[config.mk]
export PLATFORM = sky130hd
export DESIGN_NAME = noncomp_slice
export DESIGN_NICKNAME = d
export VERILOG_FILES = /design/src/hdl/noncomp_pkg.sv /design/src/hdl/lane_result_if.sv /design/src/hdl/operand_slicer.sv /design/src/hdl/noncomp_lane.sv /design/src/hdl/result_packer.sv /design/src/hdl/noncomp_slice.sv
export SDC_FILE = /design/constraint.sdc
export NUM_CORES = 1
export LEC_CHECK = 0
export BUFFER_PORTS_ARGS = -buffer_cell sky130_fd_sc_hd__buf_2
export CAP_MARGIN = 10
export CORE_UTILIZATION = 56
export CTS_CLUSTER_SIZE = 24
export DETAILED_ROUTE_END_ITERATION = 7
export GPL_TIMING_DRIVEN = 0
export PLACE_DENSITY = 0.8
export SKIP_CTS_REPAIR_TIMING = 1
export SLEW_MARGIN = 10
export SYNTH_ARGS = -nofsm -noshare
export SYNTH_HDL_FRONTEND = slang
export SYNTH_SLANG_ARGS = --single-unit
export TNS_END_PERCENT = 1
[constraint.sdc]
create_clock -name clk_i -period 3.7 [get_ports clk_i]
set_input_delay 0.37 -clock clk_i [delete_from_list [all_inputs] [get_ports clk_i]]
set_output_delay 0.37 -clock clk_i [all_outputs]
set_load 0.005 [all_outputs]
[src/hdl/noncomp_pkg.sv]
// --------------------------------------------------
// Shared definitions for the non-computational slice
// Widths, formats, operation codes, status flags,
// lane side data and the FP32/FP16 operand word
// --------------------------------------------------

package noncomp_pkg;

  // --------------------------------------------------
  // Datapath geometry
  // --------------------------------------------------
  localparam int unsigned DATA_W        = 32;
  localparam int unsigned LANE_W        = 32;
  localparam int unsigned FP16_W        = 16;
  localparam int unsigned NUM_LANES     = 2;
  localparam int unsigned NUM_PIPE_REGS = 2;
  localparam int unsigned TAG_W         = 4;

  // Canonical quiet NaNs
  localparam logic [DATA_W-1:0] CNAN_FP32 = 32'h7fc0_0000;
  localparam logic [FP16_W-1:0] CNAN_FP16 = 16'h7e00;

  // --------------------------------------------------
  // Encodings
  // --------------------------------------------------
  typedef enum logic {
    FMT_FP32 = 1'b0,
    FMT_FP16 = 1'b1
  } fp_fmt_e;

  typedef enum logic [2:0] {
    OP_MIN   = 3'd0,
    OP_MAX   = 3'd1,
    OP_SGNJ  = 3'd2,
    OP_SGNJN = 3'd3,
    OP_SGNJX = 3'd4
  } noncomp_op_e;

  // IEEE exception flags, only nv is raised by this unit
  typedef struct packed {
    logic nv;
    logic dz;
    logic of;
    logic uf;
    logic nx;
  } status_t;

  // Side data carried along with lane 0
  typedef struct packed {
    logic    vectorial;
    fp_fmt_e fmt;
  } lane_aux_t;

  // One operand word, seen as a single FP32 value or two FP16 values
  typedef union packed {
    logic [DATA_W-1:0]            fp32;
    logic [1:0][FP16_W-1:0]       fp16;
  } fp_word_u;

endpackage

[src/hdl/lane_result_if.sv]
// --------------------------------------------------
// Result bundle of one lane towards the packer
// --------------------------------------------------

`timescale 1ns/1ps

interface lane_result_if;

  logic [noncomp_pkg::LANE_W-1:0] result;
  noncomp_pkg::status_t           status;
  logic                           mask;
  logic                           valid;
  logic                           busy;
  logic                           ready;

  // Lane side produces the bundle, packer returns ready
  modport lane (
    output result,
    output status,
    output mask,
    output valid,
    output busy,
    input  ready
  );

  modport packer (
    input  result,
    input  status,
    input  mask,
    input  valid,
    input  busy,
    output ready
  );

endinterface

[src/hdl/operand_slicer.sv]
// --------------------------------------------------
// Operand slicer
// Splits both operands into lane-local words and
// raises the upper lane valid for FP16 vectors only
// --------------------------------------------------

`timescale 1ns/1ps

module operand_slicer (
  input  noncomp_pkg::fp_word_u op_a_i,
  input  noncomp_pkg::fp_word_u op_b_i,
  input  noncomp_pkg::fp_fmt_e  fmt_i,
  input  logic                  vectorial_i,
  input  logic                  in_valid_i,
  output logic [noncomp_pkg::NUM_LANES-1:0][noncomp_pkg::LANE_W-1:0] lane_a_o,
  output logic [noncomp_pkg::NUM_LANES-1:0][noncomp_pkg::LANE_W-1:0] lane_b_o,
  output logic [noncomp_pkg::NUM_LANES-1:0]                          lane_valid_o
);

  logic vec_fp16;

  // Only FP16 packs two values into one word
  assign vec_fp16 = vectorial_i & (fmt_i == noncomp_pkg::FMT_FP16);

  // --------------------------------------------------
  // Lane 0 sees the whole low word
  // --------------------------------------------------
  // The lane decodes FP32 or the low FP16 half itself
  assign lane_a_o[0] = op_a_i.fp32;
  assign lane_b_o[0] = op_b_i.fp32;

  // --------------------------------------------------
  // Lane 1 gets the upper FP16 half
  // --------------------------------------------------
  always_comb begin : slice_upper
    lane_a_o[1] = '0;
    lane_b_o[1] = '0;
    if (vec_fp16) begin
      lane_a_o[1][noncomp_pkg::FP16_W-1:0] = op_a_i.fp16[1];
      lane_b_o[1][noncomp_pkg::FP16_W-1:0] = op_b_i.fp16[1];
    end
  end

  // Upper lane only carries vectorial operations
  assign lane_valid_o[0] = in_valid_i;
  assign lane_valid_o[1] = in_valid_i & vec_fp16;

endmodule

[src/hdl/noncomp_lane.sv]
// --------------------------------------------------
// One SIMD lane
// Min, max and sign injection on FP32 or FP16,
// followed by valid/ready register stages
// --------------------------------------------------

`timescale 1ns/1ps

module noncomp_lane #(
  parameter int unsigned LaneIdx = 0
) (
  input  logic                                  clk_i,
  input  logic                                  arst_n_i,
  input  logic [noncomp_pkg::LANE_W-1:0]        a_i,
  input  logic [noncomp_pkg::LANE_W-1:0]        b_i,
  input  noncomp_pkg::noncomp_op_e              op_i,
  input  noncomp_pkg::fp_fmt_e                  fmt_i,
  input  logic                                  mask_i,
  input  noncomp_pkg::lane_aux_t                aux_i,
  input  logic [noncomp_pkg::TAG_W-1:0]         tag_i,
  input  logic                                  in_valid_i,
  output logic                                  in_ready_o,
  output noncomp_pkg::lane_aux_t                aux_o,
  output logic [noncomp_pkg::TAG_W-1:0]         tag_o,
  lane_result_if.lane                           res_if
);

  logic                           is_fp32;
  logic                           sign_a, sign_b;
  logic [30:0]                    mag_a, mag_b;
  logic                           nan_a, nan_b;
  logic                           snan_a, snan_b;
  logic                           a_lt_b;
  logic                           new_sign;
  logic                           use_mm;
  logic [noncomp_pkg::LANE_W-1:0] cnan;
  logic [noncomp_pkg::LANE_W-1:0] mm_sel;
  logic [noncomp_pkg::LANE_W-1:0] mm_fit;
  logic [noncomp_pkg::LANE_W-1:0] injected;
  logic [noncomp_pkg::LANE_W-1:0] op_result;
  noncomp_pkg::status_t           op_status;

  // Upper lane never sees FP32, so its FP32 path folds away
  assign is_fp32 = (LaneIdx == 0) ? (fmt_i == noncomp_pkg::FMT_FP32) : 1'b0;
  assign cnan    = is_fp32 ? noncomp_pkg::CNAN_FP32 : {16'b0, noncomp_pkg::CNAN_FP16};

  // Sign, magnitude and NaN class of each operand in the active format
  always_comb begin : decode
    if (is_fp32) begin
      sign_a = a_i[31];
      mag_a  = a_i[30:0];
      nan_a  = (&a_i[30:23]) & (|a_i[22:0]);
      snan_a = nan_a & ~a_i[22];
      sign_b = b_i[31];
      mag_b  = b_i[30:0];
      nan_b  = (&b_i[30:23]) & (|b_i[22:0]);
      snan_b = nan_b & ~b_i[22];
    end else begin
      sign_a = a_i[15];
      mag_a  = {16'b0, a_i[14:0]};
      nan_a  = (&a_i[14:10]) & (|a_i[9:0]);
      snan_a = nan_a & ~a_i[9];
      sign_b = b_i[15];
      mag_b  = {16'b0, b_i[14:0]};
      nan_b  = (&b_i[14:10]) & (|b_i[9:0]);
      snan_b = nan_b & ~b_i[9];
    end
  end

  // --------------------------------------------------
  // Min / max
  // --------------------------------------------------
  always_comb begin : minmax
    // Differing signs: the negative one is smaller, so -0 < +0
    if (sign_a != sign_b) begin
      a_lt_b = sign_a;
    end else if (sign_a) begin
      a_lt_b = mag_a > mag_b;
    end else begin
      a_lt_b = mag_a < mag_b;
    end

    if (nan_a & nan_b) begin
      mm_sel = cnan;
    end else if (nan_a) begin
      mm_sel = b_i;
    end else if (nan_b) begin
      mm_sel = a_i;
    end else if (op_i == noncomp_pkg::OP_MIN) begin
      mm_sel = a_lt_b ? a_i : b_i;
    end else begin
      mm_sel = a_lt_b ? b_i : a_i;
    end
    mm_fit = is_fp32 ? mm_sel : {16'b0, mm_sel[15:0]};
  end

  // --------------------------------------------------
  // Operation select and sign injection
  // --------------------------------------------------
  always_comb begin : compute
    op_status = '0;
    new_sign  = sign_a;
    use_mm    = 1'b0;
    case (op_i)
      noncomp_pkg::OP_MIN,
      noncomp_pkg::OP_MAX: begin
        use_mm       = 1'b1;
        op_status.nv = snan_a | snan_b;
      end
      noncomp_pkg::OP_SGNJ:  new_sign = sign_b;
      noncomp_pkg::OP_SGNJN: new_sign = ~sign_b;
      noncomp_pkg::OP_SGNJX: new_sign = sign_a ^ sign_b;
      default:               new_sign = sign_a;
    endcase
    injected  = is_fp32 ? {new_sign, a_i[30:0]} : {16'b0, new_sign, a_i[14:0]};
    op_result = use_mm ? mm_fit : injected;
  end

  // --------------------------------------------------
  // Pipeline, index i holds the item after i stages
  // --------------------------------------------------
  logic                           pipe_valid  [0:noncomp_pkg::NUM_PIPE_REGS];
  logic                           pipe_ready  [0:noncomp_pkg::NUM_PIPE_REGS];
  logic [noncomp_pkg::LANE_W-1:0] pipe_result [0:noncomp_pkg::NUM_PIPE_REGS];
  noncomp_pkg::status_t           pipe_status [0:noncomp_pkg::NUM_PIPE_REGS];
  logic                           pipe_mask   [0:noncomp_pkg::NUM_PIPE_REGS];
  noncomp_pkg::lane_aux_t         pipe_aux    [0:noncomp_pkg::NUM_PIPE_REGS];
  logic [noncomp_pkg::TAG_W-1:0]  pipe_tag    [0:noncomp_pkg::NUM_PIPE_REGS];

  assign pipe_valid[0]  = in_valid_i;
  assign pipe_result[0] = op_result;
  assign pipe_status[0] = op_status;
  assign pipe_mask[0]   = mask_i;
  assign pipe_aux[0]    = aux_i;
  assign pipe_tag[0]    = tag_i;

  for (genvar i = 0; i < noncomp_pkg::NUM_PIPE_REGS; i++) begin : gen_stage
    logic reg_en;

    // Advance when the next stage moves on or holds a bubble
    assign pipe_ready[i] = pipe_ready[i+1] | ~pipe_valid[i+1];
    assign reg_en        = pipe_ready[i] & pipe_valid[i];

    always_ff @(posedge clk_i or negedge arst_n_i) begin
      if (!arst_n_i) begin
        pipe_valid[i+1] <= 1'b0;
      end else if (pipe_ready[i]) begin
        pipe_valid[i+1] <= pipe_valid[i];
      end
    end

    always_ff @(posedge clk_i) begin
      if (reg_en) begin
        pipe_result[i+1] <= pipe_result[i];
        pipe_status[i+1] <= pipe_status[i];
        pipe_mask[i+1]   <= pipe_mask[i];
        pipe_aux[i+1]    <= pipe_aux[i];
        pipe_tag[i+1]    <= pipe_tag[i];
      end
    end
  end

  // Output side, ready comes back from the packer
  assign pipe_ready[noncomp_pkg::NUM_PIPE_REGS] = res_if.ready;
  assign in_ready_o    = pipe_ready[0];
  assign res_if.valid  = pipe_valid[noncomp_pkg::NUM_PIPE_REGS];
  assign res_if.result = pipe_result[noncomp_pkg::NUM_PIPE_REGS];
  assign res_if.status = pipe_status[noncomp_pkg::NUM_PIPE_REGS];
  assign res_if.mask   = pipe_mask[noncomp_pkg::NUM_PIPE_REGS];
  assign aux_o         = pipe_aux[noncomp_pkg::NUM_PIPE_REGS];
  assign tag_o         = pipe_tag[noncomp_pkg::NUM_PIPE_REGS];

  always_comb begin : busy_or
    res_if.busy = 1'b0;
    for (int i = 0; i <= noncomp_pkg::NUM_PIPE_REGS; i++) begin
      res_if.busy |= pipe_valid[i];
    end
  end

endmodule

[src/hdl/result_packer.sv]
// --------------------------------------------------
// Result packer
// Packs lane results by format with NaN-boxing,
// collapses status flags and drives lane readies
// --------------------------------------------------

`timescale 1ns/1ps

module result_packer (
  lane_result_if.packer                  lane0_if,
  lane_result_if.packer                  lane1_if,
  input  noncomp_pkg::lane_aux_t         aux_i,
  input  logic                           out_ready_i,
  output logic [noncomp_pkg::DATA_W-1:0] result_o,
  output noncomp_pkg::status_t           status_o,
  output logic                           out_valid_o,
  output logic                           busy_o
);

  logic                  vec_result;
  noncomp_pkg::fp_word_u packed_word;
  noncomp_pkg::status_t  lane0_status;
  noncomp_pkg::status_t  lane1_status;

  // Upper lane is only in use for FP16 vectors
  assign vec_result = aux_i.vectorial & (aux_i.fmt == noncomp_pkg::FMT_FP16);

  // --------------------------------------------------
  // Handshake
  // --------------------------------------------------
  // Lane 1 pops together with the lane-0 vector item it belongs to
  assign lane0_if.ready = out_ready_i;
  assign lane1_if.ready = out_ready_i & vec_result;
  assign out_valid_o    = lane0_if.valid;
  assign busy_o         = lane0_if.busy | lane1_if.busy;

  // --------------------------------------------------
  // Result assembly
  // --------------------------------------------------
  always_comb begin : pack
    packed_word.fp32 = lane0_if.result;
    if (aux_i.fmt == noncomp_pkg::FMT_FP16) begin
      if (vec_result) begin
        packed_word.fp16[1] = lane1_if.result[noncomp_pkg::FP16_W-1:0];
      end else begin
        // Scalar FP16 is NaN-boxed
        packed_word.fp16[1] = '1;
      end
    end
  end

  assign result_o = packed_word.fp32;

  // --------------------------------------------------
  // Status collapse under the SIMD mask
  // --------------------------------------------------
  assign lane0_status = lane0_if.status & {5{lane0_if.mask}};
  assign lane1_status = lane1_if.status
                        & {5{lane1_if.mask & lane1_if.valid & vec_result}};
  assign status_o     = lane0_status | lane1_status;

endmodule

[src/hdl/noncomp_slice.sv]
// --------------------------------------------------
// Two-lane SIMD slice for min, max and sign injection
// Top level with slicer, two lanes and result packer
// --------------------------------------------------

`timescale 1ns/1ps

module noncomp_slice (
  input  logic                                clk_i,
  input  logic                                arst_n_i,
  input  logic [noncomp_pkg::DATA_W-1:0]      op_a_i,
  input  logic [noncomp_pkg::DATA_W-1:0]      op_b_i,
  input  noncomp_pkg::noncomp_op_e            op_i,
  input  noncomp_pkg::fp_fmt_e                fmt_i,
  input  logic                                vectorial_i,
  input  logic [noncomp_pkg::NUM_LANES-1:0]   simd_mask_i,
  input  logic [noncomp_pkg::TAG_W-1:0]       tag_i,
  input  logic                                in_valid_i,
  output logic                                in_ready_o,
  output logic [noncomp_pkg::DATA_W-1:0]      result_o,
  output noncomp_pkg::status_t                status_o,
  output logic [noncomp_pkg::TAG_W-1:0]       tag_o,
  output logic                                out_valid_o,
  input  logic                                out_ready_i,
  output logic                                busy_o
);

  logic [noncomp_pkg::NUM_LANES-1:0][noncomp_pkg::LANE_W-1:0] lane_a;
  logic [noncomp_pkg::NUM_LANES-1:0][noncomp_pkg::LANE_W-1:0] lane_b;
  logic [noncomp_pkg::NUM_LANES-1:0]                          lane_valid;
  noncomp_pkg::lane_aux_t                                     in_aux;
  noncomp_pkg::lane_aux_t                                     out_aux;

  lane_result_if i_lane0_if ();
  lane_result_if i_lane1_if ();

  assign in_aux = noncomp_pkg::lane_aux_t'({vectorial_i, fmt_i});

  // Lane valids only pass when lane 0 takes the item, keeping lanes in step
  operand_slicer i_operand_slicer (
    .op_a_i       ( op_a_i                  ),
    .op_b_i       ( op_b_i                  ),
    .fmt_i        ( fmt_i                   ),
    .vectorial_i  ( vectorial_i             ),
    .in_valid_i   ( in_valid_i & in_ready_o ),
    .lane_a_o     ( lane_a                  ),
    .lane_b_o     ( lane_b                  ),
    .lane_valid_o ( lane_valid              )
  );

  noncomp_lane #(.LaneIdx(0)) i_lane0 (
    .clk_i, .arst_n_i,
    .a_i(lane_a[0]), .b_i(lane_b[0]), .op_i, .fmt_i,
    .mask_i(simd_mask_i[0]), .aux_i(in_aux), .tag_i,
    .in_valid_i(lane_valid[0]), .in_ready_o,
    .aux_o(out_aux), .tag_o, .res_if(i_lane0_if)
  );

  // Side data and upstream ready of lane 1 are not needed
  noncomp_lane #(.LaneIdx(1)) i_lane1 (
    .clk_i, .arst_n_i,
    .a_i(lane_a[1]), .b_i(lane_b[1]), .op_i, .fmt_i,
    .mask_i(simd_mask_i[1]), .aux_i(in_aux), .tag_i,
    .in_valid_i(lane_valid[1]), .in_ready_o(),
    .aux_o(), .tag_o(), .res_if(i_lane1_if)
  );

  result_packer i_result_packer (
    .lane0_if    ( i_lane0_if  ),
    .lane1_if    ( i_lane1_if  ),
    .aux_i       ( out_aux     ),
    .out_ready_i ( out_ready_i ),
    .result_o    ( result_o    ),
    .status_o    ( status_o    ),
    .out_valid_o ( out_valid_o ),
    .busy_o      ( busy_o      )
  );

endmodule

==> key figures <==
Worst hold path
  • Hold Crit Start: tag_i[3]
  • Hold Path End: i_lane0.pipe_tag[7]$_DFFE_PP_
  • Hold Path Depth: 1
  • HP Class: input pin to flip-flop

Worst setup path
  • Slowest stage delay, CP: 0.63 ns
  • Reg2reg end: i_lane1.pipe_result[34]$_DFFE_PP_
  • Kind of end point of the critical path: flip-flop
  • Critical path's slowest cell: or4_4
  • Arr. time, crit path: 3.73 ns
  • Worst EP required: 3.84 ns
  • CP startpoint kind: input pin
  • R2r setup slk: 1.96 ns
  • Crit-path most repeated cell: buf_2
  • R2R cell count: 5
  • RR Startpoint: i_lane0.res_if.valid$_DFFE_PN0N_
  • CP max FO: 10
  • Worst path cell trace: buf_2, buf_4, inv_2, clkbuf_4, nand2_1, ha_1, nand4_1, or4_4, o311ai_4, a22oi_1, o21bai_4, nor3_4, a211oi_2, buf_2, a221o_1
  • CP Class: input pin to flip-flop

Yosys
  • Simple-Gate Fraction of Synth Area: 16.68%
  • Post-synth ARST share: 3.333%
  • Synth Register Bits: 120
  • Synth area leader: edfxtp_1
  • Compound-Gate Fraction of Synth Area: 13.62%
  • Post-synthesis cell type count: 56
  • Syn. warnings: 0
  • Largest family of logic cells by synthesized area: simple AND/OR/NAND/NOR gates
  • Synth Instances: 612
  • Adder-cell share of the synthesized area: 8.498%
  • Top cells by area, synth: edfxtp_1 51%, ha_1 8.5%, nand2_1 3.3%
  • Yosys top cell area share: 51.43%
  • Syn Area/Cell: 11.07 sq um
  • Sequential cell area fraction in the yosys report: 52.91%
  • Post-Synth XOR/XNOR Area: 0.2586%
  • Post-Syn Area: 6773 sq um
  • Number of synthesized flops with an enable pin: 116
  • Primary FF master, synth: edfxtp_1
  • Post-synthesis mux area share: 1.496%
  • Most frequent cell after synthesis: edfxtp_1
  • Most instantiated cells after synthesis: 116 x edfxtp_1, 60 x nand2_1, 46 x ha_1, 38 x inv_1, 33 x nor2_1

Timing
  • Worst-margin pin slew: 0.9953 ns
  • WHS: 0.1392 ns
  • Final setup violating endpoints: 0
  • Clock Skews: 0.007534 ns
  • Worst slew margin: 32.78%
  • Final Hold Vio Count: 0
  • Final worst slack: 0.1061 ns
  • Fmax: 278.2 MHz
  • Min Tclk post-route: 3.594 ns
  • Fin crit share: 97.13%
  • Final Max Tran Viols: 0

GRT
  • Vias in the first global route: 5287
  • Largest net degree at the start of global routing: 36
  • Congestion Overflow GR: 0
  • GR met3 Demand/Resource: 5.716%
  • Grt met1 use: 41.13%
  • First-pass GRT wire length: 28290 um
  • M2 GR Usage: 46.79%
  • Initial antenna violation count: 0
  • Total track usage: 29.89%
  • Most used routing layer: met2

Die
  • Core area: 11610 sq um
  • Full die area: 12540 sq um
  • Die width: 112.0 um
  • IO Pins: 123
  • Std cell rows: 39
  • Chip Height: 112.0 um
  • Starting density of the core: 58.32%

Layout
  • Layout cells sized above 1: 26.21%
  • Area added between synthesis and finish: 20.34%
  • Antenna diode count: 0
  • Design Area, Final: 8150 sq um
  • Final non-filler cell total: 906
  • NumNets Final: 880

Run
  • # Max-Cap Violations: 0

Clocking
  • Sink Count: 120
  • Clk slew on worst S/H paths: 0.05 ns
  • Clk_lat worst skew: 0.41 ns
  • Clk root buf: clkbuf_16
  • Max clock buf depth: 2
  • Num CTS Buffers: 17
  • CTS tree: done
  • H-tree depth: 4

Pwr
  • Net Sw Power: 0.8887 mW
  • Share of total power in sequential cells: 46.5%
  • Final Total Pwr: 3.574 mW
  • Clock power share: 36.5%
  • Peak VDD IR: 0.0002709 V
  • Switch share: 24.86%
  • Power per cell area: 438.6 nW/um^2
  • Combinational fraction of design power: 17.0%
  • LEAKAGE: 3.464 nW
  • Internal power: 2.686 mW

Drt
  • Initial DRC Count: 640
  • DR pass1 iterations: 8
  • Vias: 5510
  • Final ANT Viol Nets: 0
  • Wirelength per Cell: 20.00 um
  • DRC violations left: 6
  • Vias/cell: 6.082
  • DRT Wirelength: 18120 um

Run status
  • Failing checks: DRC
  • Status: finished, violations left

Place
  • Post-place setup slack: -0.7470 ns
  • DP Wirelength: 13890 um
  • GPL Wtd Cong: 0.9980
  • Placed cells: 879
  • Number of port buffers: 118
  • Placed inst area: 7612 sq um
## worst max-delay path: cells and delay by family
| kind | cells | cell delay (ns) |
|---|---|---|
| fa+ha+maj | 1 | 0.30 |
| compound gates | 5 | 1.09 |
| simple gates | 4 | 1.07 |
| buf+inv | 5 | 0.89 |
## power by group through the flow
| stage | clock network [mW] | logic (mW) | registers, mW |
|---|---|---|---|
| 5_1_grt | 1.38 | 0.663 | 1.67 |
| 4_1_cts | 1.32 | 0.588 | 1.66 |
| 2_1_floorplan | 0 | 0.352 | 1.67 |
| 6_report | 1.30 | 0.607 | 1.66 |
| 3_3_place_gp | 0 | 0.554 | 1.68 |
| 3_5_place_dp | 0 | 0.585 | 1.69 |
## cells by family (layout without fill, tap and decap cells)
group,count (synthesis),count (layout)
muxes,10,10
adders and majority gates,46,46
buffers and inverters,88,236
and+or+nand+nor,218,218
other,1,4
xor gates and xnor gates,2,2
AOI/OAI and AO/OA,127,127
DFF,120,120
## sequential cells by signal, summed over array words and instances, names as in the netlist, 2 cells and up
signal,count
i_lane1.pipe_result,16
i_lane0.tag_o,4
i_lane0.pipe_result,32
i_lane0.aux_o,2
i_lane0.pipe_aux,2
i_lane0.pipe_tag,4
i_lane0.res_if.result,32
i_lane1.res_if.result,16
## worst max path at each step
stage                                             end  startpoint  slack (ns)  depth (start not counted)
CTS                 i_lane0.pipe_result[43]$_DFFE_PP_       fmt_i       -0.33                         15
floorplan           i_lane0.pipe_result[42]$_DFFE_PP_       fmt_i        0.02                         14
global route        i_lane0.pipe_result[43]$_DFFE_PP_       fmt_i       -0.02                         15
global placement    i_lane0.pipe_result[43]$_DFFE_PP_       fmt_i       -0.69                         15
detailed placement  i_lane0.pipe_result[43]$_DFFE_PP_       fmt_i       -0.75                         15
finish              i_lane0.pipe_result[43]$_DFFE_PP_       fmt_i        0.11                         15
## metal layers
layer  up-vias  part of all wire [%]
met3        34                   7.2
met4         0                   3.0
met1      2642                    43
met2       269                    47
li1       2565                     -
met5         -                     0
## placed cells by master (no fill, tap or decap), types with 19 or more instances in the layout
cell      count
nor3_1       19
edfxtp_1    116
nor2b_1      29
buf_2       124
ha_1         46
a21oi_1      30
nand2_1      60
buf_4        30
inv_1        38
nor2_1       33
## layout make-up
| class | instances | area (sq um) |
|---|---|---|
| repair buffers | 123 | 659.4 |
| fillers | 863 | 3463 |
| inverters | 39 | 146.4 |
| plain buffers | 47 | 306.5 |
| clock buffers | 18 | 429.2 |
| clock inverters | 9 | 40.04 |
| well taps | 143 | 178.9 |
| multi-input cells | 407 | 2806 |
| flip-flops and latches | 120 | 3583 |
## metrics by stage
stage | utilization (%) | TNS [ns]
final | 70.18 | 0
after detailed placement | 65.55 | -26.69
after global routing | 70.18 | -0.01852
after floorplan | - | 0
after global placement | 65.05 | -30.36
after CTS | 69.59 | -8.371
Power figures use the tool's default switching activity.
